File: src/hdl/clkrst_macros.svh
`ifndef CLKRST_MACROS_SVH
`define CLKRST_MACROS_SVH

// Channel count and bus widths
`define CLKRST_NUM_CLOCKS        4
`define CLKRST_DIV_WIDTH         8
`define CLKRST_ADDR_WIDTH        2
`define CLKRST_DATA_WIDTH        32

// Register word addresses
`define CLKRST_ADDR_DIVISION     0
`define CLKRST_ADDR_VALID        1
`define CLKRST_ADDR_RESET        2

// Divisor after reset
`define CLKRST_DEFAULT_DIV       1

// Divided-clock edges before a domain reset releases
`define CLKRST_RESET_DELAY_WIDTH 4
`define CLKRST_RESET_DELAY       3

`endif

File: src/hdl/clkrst_pkg.sv
`include "clkrst_macros.svh"

`default_nettype none

package clkrst_pkg;

  // One write data word, seen as divisor bytes or as a per-clock pulse mask
  typedef union packed {
    logic [`CLKRST_NUM_CLOCKS-1:0][`CLKRST_DIV_WIDTH-1:0] div_bytes;
    logic [`CLKRST_DATA_WIDTH-1:0]                        pulse_bits;
  } reg_data_u;

  // Write strobe with address and data
  typedef struct packed {
    logic                          en;
    logic [`CLKRST_ADDR_WIDTH-1:0] addr;
    reg_data_u                     data;
  } reg_write_t;

  // Settings handed to one output clock channel
  typedef struct packed {
    logic [`CLKRST_DIV_WIDTH-1:0] divisor;
    logic                         divisor_valid;
    logic                         local_rst;
  } chan_cfg_t;

endpackage

`default_nettype wire

File: src/hdl/clkrst_clock_divider.sv
`include "clkrst_macros.svh"

`default_nettype none
`timescale 1ns/1ps

module clkrst_clock_divider
  import clkrst_pkg::*;
(
  input  logic      mst_clk_i,
  input  logic      control_rst_n_d2_mst_clk,
  input  chan_cfg_t cfg_i,
  output logic      clk_o
);

  logic                         valid_d1;
  logic                         valid_d2;
  logic [`CLKRST_DIV_WIDTH-1:0] div_next;
  logic [`CLKRST_DIV_WIDTH-1:0] div_q;
  logic [`CLKRST_DIV_WIDTH-1:0] cnt_q;

  ////////////////////
  // Valid sync
  ////////////////////

  always_ff @(posedge mst_clk_i or negedge control_rst_n_d2_mst_clk) begin
    if (!control_rst_n_d2_mst_clk) begin
      valid_d1 <= 1'b0;
      valid_d2 <= 1'b0;
    end else begin
      valid_d1 <= cfg_i.divisor_valid;
      valid_d2 <= valid_d1;
    end
  end

  // A zero divisor runs as divide by one
  assign div_next = (cfg_i.divisor == '0) ? `CLKRST_DIV_WIDTH'(1) : cfg_i.divisor;

  ////////////////////
  // Divider
  ////////////////////

  always_ff @(posedge mst_clk_i or negedge control_rst_n_d2_mst_clk) begin
    if (!control_rst_n_d2_mst_clk) begin
      div_q <= `CLKRST_DIV_WIDTH'(`CLKRST_DEFAULT_DIV);
      cnt_q <= '0;
      clk_o <= 1'b0;
    end else if (valid_d2) begin
      // Restart at the new rate from a low phase
      div_q <= div_next;
      cnt_q <= '0;
      clk_o <= 1'b0;
    end else if (cnt_q == div_q - 1'b1) begin
      cnt_q <= '0;
      clk_o <= ~clk_o;
    end else begin
      cnt_q <= cnt_q + 1'b1;
    end
  end

endmodule

`default_nettype wire

File: config.mk
export PLATFORM = sky130hd
export DESIGN_NAME = clkrst_clock_divider
export DESIGN_NICKNAME = d
export VERILOG_FILES = /design/src/hdl/clkrst_pkg.sv /design/src/hdl/clkrst_clock_divider.sv
export VERILOG_INCLUDE_DIRS = /design/src /design/src/hdl
export SDC_FILE = /design/constraint.sdc
export NUM_CORES = 1
export LEC_CHECK = 0
export BUFFER_PORTS_ARGS = -buffer_cell sky130_fd_sc_hd__buf_4
export CELL_PAD_IN_SITES_DETAIL_PLACEMENT = 0
export CELL_PAD_IN_SITES_GLOBAL_PLACEMENT = 1
export CORE_ASPECT_RATIO = 1.25
export CORE_UTILIZATION = 47
export DETAILED_ROUTE_END_ITERATION = 12
export PLACE_DENSITY = 0.84
export SLEW_MARGIN = 20
export SYNTH_ARGS = -nofsm -noshare
export SYNTH_HDL_FRONTEND = slang
export SYNTH_SLANG_ARGS = --single-unit
File: constraint.sdc
create_clock -name mst_clk_i -period 3.66 [get_ports mst_clk_i]
set_input_delay 1.098 -clock mst_clk_i [delete_from_list [all_inputs] [get_ports mst_clk_i]]
set_output_delay 1.098 -clock mst_clk_i [all_outputs]
set_load 0.02 [all_outputs]
==> key figures <==
Outcome
  – Outcome: finished, final reports clean

Synth
  – Cell variety after synth: 31
  – Commonest cells post-synth: dfrtp_1, nor2_1, xnor2_1, mux2_2, xor2_1
  – Netlist area before placement: approximately 0.001 mm²
  – Mapped Avg Cell Area: around 11 µm²
  – Yosys reg bits: 19
  – FFs w/ async S/R, synth: 1.00
  – Mapped Nets: 110
  – Synth top area share: 0.445
  – Most area-consuming cells after synthesis: dfrtp_1, xnor2_1, mux2_2
  – Count leader, synth: dfrtp_1
  – Post-synth EDFFs: 0
  – Synth area leader: dfrtp_1
  – Register area share after synthesis: 0.471
  – Most used DFF post-synth: dfrtp_1
  – Cell count after synthesis: 96
  – Synth Warn #: 0

GRT
  – Pin count of the biggest net entering global routing: 20
  – First-pass GRT wire length: 3070 µm
  – Initial antenna violation count: 0
  – Vias in the first global route: 740
  – Gr usage total: 0.181
  – Remaining global-route overflow: 0

Timing
  – Slew Limit Fails: 0
  – Rel. slew slack: 0.700
  – Fmax: 436 MHz
  – Tcrit/Tclk final: 0.626
  – Final clock skew: slightly below 0.003 ns
  – Final number of hold-violating endpoints: 0
  – Fin crit period: 2.29 ns
  – Final Setup Violations: 0
  – RSZ-0062 raised after global routing: no
  – Setup TNS: 0 ns
  – Worst-Margin Slew: 0.449 ns
  – Worst setup margin: 1.37 ns

Clock tree
  – Clock sinks: 19
  – Clk root buf: clkbuf_4
  – Clk pin slew, worst setup/hold paths: roughly 0.11 ns
  – Longest Clk Path Bufs: 2
  – CTS tree: done
  – H-tree level count: 1
  – PostCTS Resize Cnt: 0
  – CTS Buf Count: 3
  – Clk_lat worst skew: between 0.2 and 0.3 ns
  – CTS Hold Bufs: 0
  – Post-CTS Setup Bufs: 0

Setup path
  – Crit Path Category: flop to flop
  – Worst path top cell family by delay: compound AO/OA/AOI/OAI gates
  – R2R cell count: 8
  – Data arrival, critical path: 2.47 ns
  – WP depth: 8
  – Critical path endpoint: cnt_q[3]
  – Most used cell along the critical path: nor2_1
  – WP data required: 3.84 ns
  – Setup crit end kind: flop
  – Crit path buffers/inverters: 1
  – Worst r2r src: div_q[0]
  – Worst reg2reg endpoint: cnt_q[3]
  – Ordered cell list for the critical path: inv_1, ha_1, xnor2_1, nor2_1, a2111oi_2, o2111ai_1, o21bai_2, nor2_1
  – Critical path's slowest cell: dfstp_2
  – Crit start category: flop
  – CP peak stage delay: 0.60 ns
  – CP startpoint: div_q[0]
  – CP Max Fanout: 8
  – Setup slack, reg-to-reg: 1.37 ns

Die
  – Die area: 0.00234 mm²
  – I/O Pins: 13
  – Rows: 18
  – Core box area: 0.00200 mm²
  – Initial Util: 0.505
  – Die X-Extent: 43.5 µm
  – Die height: between 50 and 60 µm

Detailed routing
  – DRT Pass-1 Iters: 4
  – Remaining DRCs: 0
  – WL per Instance: 14.3 µm
  – Final ANT Viol Nets: 0
  – Vias per cell: 5.59
  – Detailed Route WL: 1830 µm
  – Routed vias: 715
  – Initial detailed-routing violation count: 10

Placed design
  – Post-DP HPWL: ~1400 µm
  – Placed Instance Area: 0.00110 mm²
  – Place WS: 1.37 ns
  – Port Buf Inserts: 11
  – Post-Place Cells: 124
  – Placer Congestion: 0.741

Finish
  – # fillers: 186
  – Area grow syn2layout: 11.9%
  – Total Nets Final: 123
  – Final instance count without filler cells: approximately 130
  – Multi-input gate area: 509 µm²
  – Number of diodes: 0
  – Register Area: between 400 and 500 µm²
  – Fin area: 0.00113 mm²
  – Share of cells above drive strength 1: 0.241

Power
  – Total design power: 0.420 mW
  – LEAKAGE: 0.494 nW
  – Max VDD drop: 284 µV
  – Pwr Density: 371 mW/mm²

Hold path
  – Worst min path class: flop to flop

Job
  – Max-Cap Viols: 0
## how the worst min path moves through the flow
stage / depth (start not counted) / from / endpoint / slack, ns
finish: 0 / valid_d1 / valid_d2 / 0.37
global route: 0 / valid_d1 / valid_d2 / 0.39
CTS: 0 / valid_d1 / valid_d2 / 0.38
detailed placement: 0 / valid_d1 / valid_d2 / 0.35
global placement: 0 / valid_d1 / valid_d2 / 0.34
floorplan: 0 / valid_d1 / valid_d2 / 0.33
## metrics by stage
step | utilization | hold WS [ns]
4_1_cts | 0.565 | 0.380
3_5_place_dp | 0.551 | 0.354
6_report | 0.565 | 0.374
2_1_floorplan | - | 0.331
3_3_place_gp | 0.551 | 0.335
5_1_grt | 0.565 | 0.386
## kinds of logic (layout without fill, tap and decap cells)
group / count (synthesis) / count (layout) / synth area share
AND/OR/NAND/NOR: 32 / 32 / 0.166
flip-flops: 19 / 19 / 0.471
XOR/XNOR: 16 / 16 / 0.138
AO/OA/AOI/OAI: 15 / 15 / 0.108
multiplexers: 6 / 6 / 0.0667
buffers and inverters: 6 / 18 / 0.0260
adder cells (fa/ha/maj): 2 / 2 / 0.0247
## layer usage
metal,up-vias,GRT usage,share of wire
li1,354,-,-
met1,354,0.214,0.47
met2,5,0.323,0.50
met3,2,0.0201,0.017
met4,0,0.0938,0.0071
met5,-,0,0
## layout by cell type (no fill, tap or decap), types with 4 or more instances in the layout
master and count:
mux2_2 6, nor2_1 13, xor2_1 6, buf_4 11, xnor2_1 10, o21ai_0 4
nand2_1 5, dfrtp_1 18
## sequential cells by signal, indices dropped and copies added, names as in the netlist
name and flops:
cnt_q 8, clk_o 1, valid_d1 1, div_q 8, valid_d2 1
## power breakdown
part           switching, mW  total, mW  internal (mW)
clock                 0.0650      0.106         0.0407
sequential            0.0197      0.243          0.223
combinational         0.0338     0.0708         0.0370
total                  0.118      0.420          0.301
## worst reg2reg max path, stage by stage, from the launching register on
cell and delay [ns]:
dfstp_2 0.60, inv_1 0.07, ha_1 0.30, xnor2_1 0.24, nor2_1 0.08, a2111oi_2 0.21
o2111ai_1 0.22, o21bai_2 0.35, nor2_1 0.10
## final cells by class
cell class / instances / share of cell area
tap: 20 / 0.0221
clock buffer: 3 / 0.0199
inverter: 3 / 0.00994
sequential: 19 / 0.421
clock inverter: 1 / 0.00442
multi-input combinational: 71 / 0.450
timing repair buffer: 11 / 0.0729
Note: power is estimated with default switching activity, not from simulation.
