## src/hdl/clkrst_macros.svh

```systemverilog
`ifndef CLKRST_MACROS_SVH
`define CLKRST_MACROS_SVH

// Channel count and bus widths
`define CLKRST_NUM_CLOCKS        4
`define CLKRST_DIV_WIDTH         8
`define CLKRST_ADDR_WIDTH        2
`define CLKRST_DATA_WIDTH        32

// Register word addresses
`define CLKRST_ADDR_DIVISION     0
`define CLKRST_ADDR_VALID        1
`define CLKRST_ADDR_RESET        2

// Divisor after reset
`define CLKRST_DEFAULT_DIV       1

// Divided-clock edges before a domain reset releases
`define CLKRST_RESET_DELAY_WIDTH 4
`define CLKRST_RESET_DELAY       3

`endif

```

## src/hdl/clkrst_pkg.sv

```systemverilog
`include "clkrst_macros.svh"

`default_nettype none

package clkrst_pkg;

  // One write data word, seen as divisor bytes or as a per-clock pulse mask
  typedef union packed {
    logic [`CLKRST_NUM_CLOCKS-1:0][`CLKRST_DIV_WIDTH-1:0] div_bytes;
    logic [`CLKRST_DATA_WIDTH-1:0]                        pulse_bits;
  } reg_data_u;

  // Write strobe with address and data
  typedef struct packed {
    logic                          en;
    logic [`CLKRST_ADDR_WIDTH-1:0] addr;
    reg_data_u                     data;
  } reg_write_t;

  // Settings handed to one output clock channel
  typedef struct packed {
    logic [`CLKRST_DIV_WIDTH-1:0] divisor;
    logic                         divisor_valid;
    logic                         local_rst;
  } chan_cfg_t;

endpackage

`default_nettype wire

```

## src/hdl/clkrst_reg_file.sv

```systemverilog
`include "clkrst_macros.svh"

`default_nettype none
`timescale 1ns/1ps

module clkrst_reg_file
  import clkrst_pkg::*;
(
  input  logic                                  mst_clk_i,
  input  logic                                  control_rst_n_d2_mst_clk,
  input  reg_write_t                            reg_wr_i,
  output chan_cfg_t [`CLKRST_NUM_CLOCKS-1:0]    chan_cfg_o
);

  logic                                                 wr_division;
  logic                                                 wr_valid;
  logic                                                 wr_reset;
  logic [`CLKRST_NUM_CLOCKS-1:0][`CLKRST_DIV_WIDTH-1:0] div_q;
  logic [`CLKRST_NUM_CLOCKS-1:0]                        valid_q;
  logic [`CLKRST_NUM_CLOCKS-1:0]                        rst_q;

  ////////////////////
  // Write decode
  ////////////////////

  // Unused addresses select nothing
  always_comb begin
    wr_division = 1'b0;
    wr_valid    = 1'b0;
    wr_reset    = 1'b0;
    if (reg_wr_i.en) begin
      case (reg_wr_i.addr)
        `CLKRST_ADDR_WIDTH'(`CLKRST_ADDR_DIVISION): wr_division = 1'b1;
        `CLKRST_ADDR_WIDTH'(`CLKRST_ADDR_VALID):    wr_valid    = 1'b1;
        `CLKRST_ADDR_WIDTH'(`CLKRST_ADDR_RESET):    wr_reset    = 1'b1;
        default: ;
      endcase
    end
  end

  ////////////////////
  // Registers
  ////////////////////

  always_ff @(posedge mst_clk_i or negedge control_rst_n_d2_mst_clk) begin
    if (!control_rst_n_d2_mst_clk) begin
      for (int i = 0; i < `CLKRST_NUM_CLOCKS; i++) begin
        div_q[i] <= `CLKRST_DIV_WIDTH'(`CLKRST_DEFAULT_DIV);
      end
      valid_q <= '0;
      rst_q   <= '0;
    end else begin
      // Pulses clear themselves one cycle after the write
      valid_q <= '0;
      rst_q   <= '0;
      if (wr_division) begin
        div_q <= reg_wr_i.data.div_bytes;
      end
      // Mask bits above the channel count are dropped
      if (wr_valid) begin
        valid_q <= reg_wr_i.data.pulse_bits[`CLKRST_NUM_CLOCKS-1:0];
      end
      if (wr_reset) begin
        rst_q <= reg_wr_i.data.pulse_bits[`CLKRST_NUM_CLOCKS-1:0];
      end
    end
  end

  ////////////////////
  // Channel outputs
  ////////////////////

  always_comb begin
    for (int i = 0; i < `CLKRST_NUM_CLOCKS; i++) begin
      chan_cfg_o[i].divisor       = div_q[i];
      chan_cfg_o[i].divisor_valid = valid_q[i];
      chan_cfg_o[i].local_rst     = rst_q[i];
    end
  end

endmodule

`default_nettype wire

```

## config.mk

```make
export PLATFORM = sky130hd
export DESIGN_NAME = clkrst_reg_file
export DESIGN_NICKNAME = d
export VERILOG_FILES = /design/src/hdl/clkrst_pkg.sv /design/src/hdl/clkrst_reg_file.sv
export VERILOG_INCLUDE_DIRS = /design/src /design/src/hdl
export SDC_FILE = /design/constraint.sdc
export NUM_CORES = 1
export LEC_CHECK = 0
export CORE_MARGIN = 3
export CORE_UTILIZATION = 55
export CTS_BUF_LIST = sky130_fd_sc_hd__clkbuf_8 sky130_fd_sc_hd__clkbuf_16
export DETAILED_ROUTE_END_ITERATION = 10
export DONT_BUFFER_PORTS = 1
export GPL_ROUTABILITY_DRIVEN = 0
export GPL_TIMING_DRIVEN = 1
export MAX_ROUTING_LAYER = met4
export PLACE_DENSITY_LB_ADDON = 0.15
export SYNTH_ARGS = -nofsm -noshare
export SYNTH_HDL_FRONTEND = slang
export SYNTH_SLANG_ARGS = --single-unit
```

## constraint.sdc

```tcl
create_clock -name mst_clk_i -period 0.92 [get_ports mst_clk_i]
set_input_delay 0.046 -clock mst_clk_i [delete_from_list [all_inputs] [get_ports mst_clk_i]]
set_output_delay 0.046 -clock mst_clk_i [all_outputs]
set_load 0.005 [all_outputs]
```

==> out/results.ini, run 1 <==
[cts]
cts_buffers=5
clockBufferDepth=2
cts_sinks=40
cts_resized=0
clkTransAtPathRegs_ps=70
htreeDepth=2
clock_latency_ps=280
cts_tree=built
postCtsSetupRepairBufs=0
cts-hold-fix-buffers=35
cts_root_buffer=clkbuf_8

[worst_hold_path]
hp-class=input pin to asynchronous set/reset pin

[sta]
hold_viol=40
fin_hold_ws_ps=-551.3
max_freq_ghz=1.147
fin_crit_sh_pct=94.78
rsz0062_at_grt=no
setup_violations=0
slew-limit-headroom_pct=85.89
setup_tns_ps=0
finalCriticalPeriod_ps=872.0
slew_violations=0
finClkSkew_ps=0
tightest_slew_ps=211.4
final.setup.worst_slack_ps=47.99

[synth]
yosysUniqueCellTypes=10
synth_warnings=0
netlist_instances=87
synth_area_per_cell_sq_um=17.16
syn_nets=124
ys_seq_area_share_pct=67.39
ys_ff_latch=40
synth_area_sq_um=1493

[worst_setup_path]
end_kind=output port
r2r-start=chan_cfg_o[19]$_DFFE_PN0P_
worst_r2r_path_depth=1
r2r_end=chan_cfg_o[19]$_DFFE_PN0P_
crit_type=flip-flop to output port
crit_arrival_ps=830
start_kind=flip-flop
r2r_slack_ps=120
crit_path_max_fanout=2
cp_data_required_time_ps=870

[floorplanning]
core_area_sq_um=2522
die-height_microns=58.10
die_area_sq_um=3375
start_util_pct=59.18
io-pin-count=77
fp.dieW_microns=58.10
core.rowCount=18

[final_layout]
drive_gt1_share_pct=34.38
antennaDiodeCount=0
fin_nets=164
fin_area_sq_um=1993
finish.utilization_pct=79.02
syn2layout_area_growth_pct=33.53
finalNonFillerCells=158

[global_routing]
grt_pass1_vias=1024
grt_first_pass_wirelength_microns=4726
grt_overflow=0
antenna_found_initial=0
grt_max_degree=41
grt_usage_pct=19.73

[route]
routedWlPerCell_microns=18.48
drt_pass1_iterations=4
wirelength_microns=2920
drt-initial-drc-count=30
ant_nets=0
post_drt_via_cell_ratio=5.430
drc=0
num_vias=858

[placement]
port_buffers=0
dp_slack_ps=-89.36
hpwl_microns=1764
placed_area_sq_um=1516
dp_cells=115

[pwr]
post-layout-total-power_mw=4.215
p_per_area_nw_per_um2=2115
p_leak_nw=0.8647
peakVddDrop_v=0.002048

[outcome]
run_status=complete, but fails checks
violations=hold timing

[flow_run]
cap_viol_max_count=0

registers in the layout, summed over array words and instances (netlist names):
| register | flops |
|---|---|
| valid_q | 4 |
| rst_q | 4 |
| chan_cfg_o | 32 |
Yosys cell counts:
| cell type | count | area, sq um |
|---|---|---|
| mux2_2 | 30 | 337.8 |
| dfstp_2 | 4 | 105.1 |
| mux2_1 | 2 | 22.52 |
| buf_6 | 3 | 33.78 |
| and2_1 | 6 | 37.54 |
| dfrtp_1 | 36 | 900.9 |
| nor3b_1 | 2 | 15.01 |
| nand2_1 | 1 | 3.750 |
| nor3b_4 | 1 | 18.77 |
| and3b_1 | 2 | 17.52 |
power breakdown:
group	internal, mW	switching [mW]
combinational	0.320	0.119
sequential	2.06	0.211
clock	0.956	0.547
total	3.34	0.877
metal layers:
| layer | routed length, microns | track usage (%) | vias to the layer above |
|---|---|---|---|
| met5 | 0 | - | - |
| met3 | 277 | 6.682 | 4 |
| li1 | - | - | 382 |
| met1 | 981 | 19.05 | 424 |
| met2 | 1641 | 36.13 | 48 |
| met4 | 20 | 6.954 | 0 |
cell families (layout without fill, tap and decap cells):
group | count (synthesis) | count (layout) | share of synthesized area (%)
buf+inv | 3 | 44 | 2.263
mux | 32 | 32 | 24.14
simple gates | 12 | 12 | 6.203
flops | 40 | 40 | 67.39
cell usage in the layout, fill, tap and decap left out, drive strengths merged, types with 2 or more instances in the layout:
master / Yosys / routed
mux2: 32 / 32
nor3b: 3 / 3
and3b: 2 / 2
clkbuf: 0 / 7
dlygate4sd3: 0 / 35
and2: 6 / 6
dfrtp: 36 / 36
dfstp: 4 / 4
area by class of cell:
cell class	instances	area, sq um
Tap cell	30	37.54
Clock inverter	1	30.03
Timing Repair Buffer	36	370.4
Clock buffer	7	96.34
Multi-Input combinational cell	44	452.9
Fill cell	150	529.3
Sequential cell	40	1006
worst max-delay path by stage:
| stage | startpoint | end | slack, ps | cells past startpoint |
|---|---|---|---|---|
| after floorplan | reg_wr_i[32] | chan_cfg_o[29]$_DFFE_PN0P_ | -50 | 3 |
| after global placement | reg_wr_i[32] | chan_cfg_o[29]$_DFFE_PN0P_ | -40 | 3 |
| after detailed placement | reg_wr_i[32] | chan_cfg_o[25]$_DFFE_PN0P_ | -90 | 3 |
| after CTS | chan_cfg_o[32]$_DFFE_PN1P_ | chan_cfg_o[32] | 40 | 0 |
| after global routing | chan_cfg_o[22]$_DFFE_PN1P_ | chan_cfg_o[22] | 30 | 0 |
| final | chan_cfg_o[32]$_DFFE_PN1P_ | chan_cfg_o[32] | 50 | 0 |
No activity file was read; power rests on OpenSTA's default activity.
==> run 2, diff against run 1 <==
--- a/config.mk
+++ b/config.mk
@@ -6,6 +6,8 @@
 export SDC_FILE = /design/constraint.sdc
 export NUM_CORES = 1
 export LEC_CHECK = 0
+export ABC_AREA = 1
+export CAP_MARGIN = 20
 export CORE_MARGIN = 3
 export CORE_UTILIZATION = 55
 export CTS_BUF_LIST = sky130_fd_sc_hd__clkbuf_8 sky130_fd_sc_hd__clkbuf_16
==> run 2 against run 1 <==
The run still ends with hold timing left. Combinational power is 8.2% lower. First-iteration DRC count increased to 3.2 times the previous value. Clock power is 26% lower. Largest power group unchanged. Critical endpoint unchanged.
==> out/results.ini, run 2 <==
[outcome]
run_status=complete, but fails checks
violations=hold timing

[sta]
max_freq_ghz=1.142  ; -0.42%
final.setup.worst_slack_ps=44.31  ; -3.678 ps
fin_hold_ws_ps=-545.7  ; +5.627 ps
hold_viol=72  ; +80%
finClkSkew_ps=0  ; unchanged
slew_violations=0  ; unchanged
slew-limit-headroom_pct=79.33  ; -6.6 points
finalCriticalPeriod_ps=875.7  ; +3.678 ps
setup_tns_ps=0  ; unchanged
setup_violations=0  ; unchanged
fin_crit_sh_pct=95.18  ; +0.40 points
tightest_slew_ps=310.1  ; +98.72 ps
rsz0062_at_grt=no

[cts]
cts_tree=built
postCtsSetupRepairBufs=0  ; unchanged
cts_resized=0  ; unchanged
cts-hold-fix-buffers=34  ; -2.9%
clock_latency_ps=280  ; about the same
htreeDepth=2  ; unchanged
cts_sinks=40  ; unchanged
cts_root_buffer=clkbuf_8
clkTransAtPathRegs_ps=70  ; about the same
cts_buffers=5  ; unchanged
clockBufferDepth=2  ; unchanged

[global_routing]
antenna_found_initial=0  ; unchanged
grt_first_pass_wirelength_microns=5899  ; +25%
grt_overflow=0  ; unchanged
grt_usage_pct=23.68  ; +3.9 points
grt_pass1_vias=1281  ; +25%
grt_max_degree=41  ; unchanged

[synth]
synthTopCellsByCount=nand2_1, dfrtp_1, nand3_1
yosysMostFrequentCell=nand2_1
synth_edf_count=0  ; unchanged
ys_ff_latch=40  ; unchanged
synth-main-ff-cell=dfrtp_1
synth_area_per_cell_sq_um=9.476  ; -45%
synth_area_sq_um=1554  ; +4.1%
synthArstFlopShare_pct=100.0  ; unchanged
ys_seq_area_share_pct=64.73  ; -2.7 points
synth_warnings=0  ; unchanged
yosysTopAreaCell=dfrtp_1
yosysUniqueCellTypes=10  ; unchanged
netlist_top_cells_area=dfrtp_1, nand2_1, nand3_1, dfstp_2, buf_2
netlist_instances=164  ; +89%
syn_nets=201  ; +62%
synth_top_area_share_pct=57.97  ; -2.4 points

[worst_setup_path]
r2r_slack_ps=200  ; +80 ps
r2r_end=chan_cfg_o[2]$_DFFE_PN1P_
crit_arrival_ps=830  ; about the same
start_kind=flip-flop
crit_type=flip-flop to output port
end_kind=output port
crit_path_max_fanout=2  ; unchanged
r2r-start=chan_cfg_o[2]$_DFFE_PN1P_
startpoint=chan_cfg_o[32]$_DFFE_PN1P_
critPathCapture=chan_cfg_o[32]
cp_data_required_time_ps=870  ; about the same
crit_cells=0  ; unchanged
worst_r2r_path_depth=2  ; +1

[pwr]
p_per_area_nw_per_um2=1874  ; -11%
p_leak_nw=1.034  ; +20%
peakVddDrop_v=0.001336  ; -35%

[final_layout]
syn2layout_area_growth_pct=27.62
largest_register_ffs=32  ; unchanged
layout_common_cells=nand2_1, dfrtp_1, dlygate4sd3_1, nand3_1, nor2_1
final_common_cell=nand2_1
antennaDiodeCount=0  ; unchanged
fin_nets=236  ; +44%
drive_gt1_share_pct=8.000  ; -26 points

[route]
drt_pass1_iterations=4  ; unchanged
wirelength_microns=3588  ; +23%
drt-initial-drc-count=97  ; +220%
ant_nets=0  ; unchanged
drc=0  ; unchanged
num_vias=1225  ; +43%
post_drt_via_cell_ratio=5.326  ; -1.9%
routedWlPerCell_microns=15.60  ; -16%

[floorplanning]
core.rowCount=18  ; unchanged
die_area_sq_um=3499  ; +3.7%
fp.dieW_microns=59.16  ; +1.8%
die-height_microns=59.16  ; +1.8%
start_util_pct=60.00  ; +0.82 points
io-pin-count=77  ; unchanged
core_area_sq_um=2590  ; +2.7%

[placement]
hpwl_microns=2250  ; +28%
dp_slack_ps=162.5  ; +251.8 ps
port_buffers=0  ; unchanged

[flow_run]
cap_viol_max_count=0  ; unchanged

[worst_hold_path]
hp-class=input pin to asynchronous set/reset pin

[run 2: cell count changes in the layout (fill, tap and decap cells not counted), moves of 2 or more]
cell and change:
mux2_2 -30, inv_1 +7, nand2_1 +64, nor3b_1 -2, nand3_1 +33, nor2_1 +9
and2_1 -6, mux2_1 -2, and3b_1 -2, buf_4 +4
[run 2: worst min-delay path by stage]
stage,from,to,depth (start not counted)
floorplan,control_rst_n_d2_mst_clk,chan_cfg_o[13]$_DFFE_PN0P_,0
global placement,control_rst_n_d2_mst_clk,chan_cfg_o[28]$_DFFE_PN0P_,0
detailed placement,control_rst_n_d2_mst_clk,chan_cfg_o[28]$_DFFE_PN0P_,0
CTS,control_rst_n_d2_mst_clk,chan_cfg_o[17]$_DFFE_PN0P_,0
global route,control_rst_n_d2_mst_clk,chan_cfg_o[28]$_DFFE_PN0P_,0
finish,control_rst_n_d2_mst_clk,chan_cfg_o[33]$_DFFE_PN0P_,0
[run 2: layout make-up]
class | count | area (sq um)
clock inverters | 2 | 7.507
repair buffers | 38 | 370.4
clock buffers | 6 | 82.58
inverters | 5 | 18.77
fillers | 173 | 606.8
well taps | 30 | 37.54
multi-input cells | 109 | 460.4
flip-flops and latches | 40 | 1006
[run 2: layer usage]
layer	GRT usage (%)	vias up	share of wire, %
met1	25.83	579	38
met2	41.01	56	53
met5	-	-	0
met3	6.754	8	7.6
li1	-	582	-
met4	8.414	0	1.3
[run 2: cell families (layout without fill, tap and decap cells)]
family	count (synthesis)	after routing	share of synthesized area, %
buffers and inverters	15	51	5.636
AND/OR/NAND/NOR	109	109	29.63
flip-flops	40	40	64.73
[run 2: report_power, final]
part	leakage (nW)	switching (mW)	internal [mW]
Clock	0.0538	0.522	0.588
Sequential	0.501	0.188	2.02
Combinational	0.479	0.196	0.206
Total	1.03	0.906	2.81
[run 2: through the flow]
step | total power [mW] | cells | util, % | instance area [sq um]
after floorplan | 2.439 | 164 | - | 1554
after global placement | 2.484 | 188 | 59.95 | 1553
after detailed placement | 2.520 | 188 | 59.95 | 1553
after CTS | 3.762 | 230 | 76.57 | 1983
after global routing | 3.916 | 230 | 76.57 | 1983
final | 3.716 | 230 | 76.57 | 1983
==> run 3, diff against run 2 <==
--- a/config.mk
+++ b/config.mk
@@ -16,7 +16,7 @@
 export GPL_ROUTABILITY_DRIVEN = 0
 export GPL_TIMING_DRIVEN = 1
 export MAX_ROUTING_LAYER = met4
-export PLACE_DENSITY_LB_ADDON = 0.15
+export PLACE_DENSITY = 0.71
 export SYNTH_ARGS = -nofsm -noshare
 export SYNTH_HDL_FRONTEND = slang
 export SYNTH_SLANG_ARGS = --single-unit
==> run 3 against run 2 <==
The run still ends with hold timing left. Die area did not move. Sequential cell count did not move. Total power rose by 0.35%. Via count rose by 1.1%. Fmax rose by 0.19%. First-iteration DRC count fell by 24%. Clock skew did not move. Critical path type unchanged.
==> out/results.ini, run 3 (synthesized netlist as in run 2, its figures left out) <==
[outcome]
run_status=complete, but fails checks
violations=hold timing

[pwr]
p_per_area_nw_per_um2=1890  ; +0.86%
post-layout-total-power_mw=3.728  ; +0.35%
p_leak_nw=1.033  ; -0.12%
peakVddDrop_v=0.001687  ; +26%

[worst_setup_path]
end_kind=output port
crit_type=flip-flop to output port
worst_r2r_path_depth=2  ; unchanged
r2r-start=chan_cfg_o[22]$_DFFE_PN1P_
crit_arrival_ps=830  ; about the same
start_kind=flip-flop
r2r_end=chan_cfg_o[22]$_DFFE_PN1P_
critPathCapture=chan_cfg_o[2]
r2r_slack_ps=190  ; about the same
crit_cells=0  ; unchanged
crit_path_max_fanout=2  ; unchanged
startpoint=chan_cfg_o[2]$_DFFE_PN1P_
cp_data_required_time_ps=870  ; about the same

[global_routing]
grt_max_degree=41  ; unchanged
antenna_found_initial=0  ; unchanged
grt_usage_pct=23.50  ; -0.17 points
grt_first_pass_wirelength_microns=5775  ; -2.1%
grt_overflow=0  ; unchanged
grt_pass1_vias=1248  ; -2.6%

[sta]
fin_hold_ws_ps=-548.9  ; -3.172 ps
hold_viol=80  ; +11%
finalCriticalPeriod_ps=874.0  ; -1.703 ps
rsz0062_at_grt=no
final.setup.worst_slack_ps=46.02  ; +1.702 ps
slew_violations=0  ; unchanged
tightest_slew_ps=239.8  ; -70.31 ps
setup_violations=0  ; unchanged
max_freq_ghz=1.144  ; +0.19%
finClkSkew_ps=0  ; unchanged
slew-limit-headroom_pct=84.01  ; +4.7 points
fin_crit_sh_pct=95.00  ; -0.19 points
setup_tns_ps=0  ; unchanged

[final_layout]
fin_area_sq_um=1973  ; -0.50%
finalNonFillerCells=229  ; -0.43%
final_common_cell=nand2_1
antennaDiodeCount=0  ; unchanged
fin_nets=235  ; -0.42%
largest_register_ffs=32  ; unchanged
num-fill-cells=180  ; +4.0%
syn2layout_area_growth_pct=26.97
drive_gt1_share_pct=8.040  ; +0.040 points
layout_common_cells=nand2_1, dfrtp_1, nand3_1, dlygate4sd3_1, nor2_1

[floorplanning]
core_area_sq_um=2590  ; unchanged
start_util_pct=60.00  ; unchanged
io-pin-count=77  ; unchanged
fp.dieW_microns=59.16  ; unchanged
core.rowCount=18  ; unchanged
die_area_sq_um=3499  ; unchanged
die-height_microns=59.16  ; unchanged

[worst_hold_path]
hp-class=input pin to asynchronous set/reset pin

[route]
num_vias=1239  ; +1.1%
drc=0  ; unchanged
wirelength_microns=3663  ; +2.1%
ant_nets=0  ; unchanged
routedWlPerCell_microns=16.00  ; +2.5%
drt_pass1_iterations=4  ; unchanged
drt-initial-drc-count=74  ; -24%
post_drt_via_cell_ratio=5.410  ; +1.6%

[cts]
cts_tree=built
clockBufferDepth=2  ; unchanged
cts_sinks=40  ; unchanged
cts-hold-fix-buffers=33  ; -2.9%
htreeDepth=2  ; unchanged
clock_latency_ps=280  ; about the same
cts_buffers=5  ; unchanged
clkTransAtPathRegs_ps=70  ; about the same
cts_root_buffer=clkbuf_8

[placement]
placed_area_sq_um=1553  ; unchanged
dp_cells=188  ; unchanged
dp_slack_ps=215.9  ; +53.45 ps
hpwl_microns=2178  ; -3.2%
port_buffers=0  ; unchanged

[flow_run]
cap_viol_max_count=0  ; unchanged

==> run 3: repair_timing <==
item / 4_1_cts / 5_1_grt
gates resized for setup: 0 / 0
setup buffers: 0 / 0
hold endpoints to repair: 80 / 76
==> run 3: cell type report <==
cell class              instances  area [sq um]  area share [%]
clock buffers                   6         82.58           4.185
clock inverters                 2         7.507          0.3805
inverters                       5         18.77          0.9512
multi-input cells             109         460.4           23.34
flip-flops and latches         40          1006           50.98
well taps                      30         37.54           1.902
repair buffers                 37         360.3           18.26
==> run 3: worst reg2reg max path, delay by kind of cell (launching register included) <==
family           cells  cell delay [ps]
and+or+nand+nor      2              130
DFF                  1              550
==> run 3: worst min-delay path by stage <==
stage,startpoint,end
after floorplan,control_rst_n_d2_mst_clk,chan_cfg_o[13]$_DFFE_PN0P_
after global placement,control_rst_n_d2_mst_clk,chan_cfg_o[13]$_DFFE_PN0P_
after detailed placement,control_rst_n_d2_mst_clk,chan_cfg_o[13]$_DFFE_PN0P_
after CTS,control_rst_n_d2_mst_clk,chan_cfg_o[4]$_DFFE_PN0P_
after global routing,control_rst_n_d2_mst_clk,valid_q[3]$_DFF_PN0_
final,control_rst_n_d2_mst_clk,chan_cfg_o[23]$_DFFE_PN0P_
==> run 3: routing by layer <==
metal  GRT usage (%)  wire length [microns]
met1           25.62                   1320
met2           40.85                   1989
met3           7.625                    309
met4           6.796                     44
met5               -                      0
==> run 3: report_power, final <==
group	internal (mW)	total, mW	switching (mW)
clock	0.588	1.12	0.534
sequential	2.02	2.20	0.188
combinational	0.205	0.404	0.199
total	2.81	3.73	0.920
==> run 3: per-stage QoR <==
stage / hold slack (ps) / utilization [%]
floorplan: -249.6 / -
global placement: -248.8 / 59.95
detailed placement: -248.7 / 59.95
CTS: -561.7 / 76.18
global route: -572.4 / 76.18
finish: -548.9 / 76.18
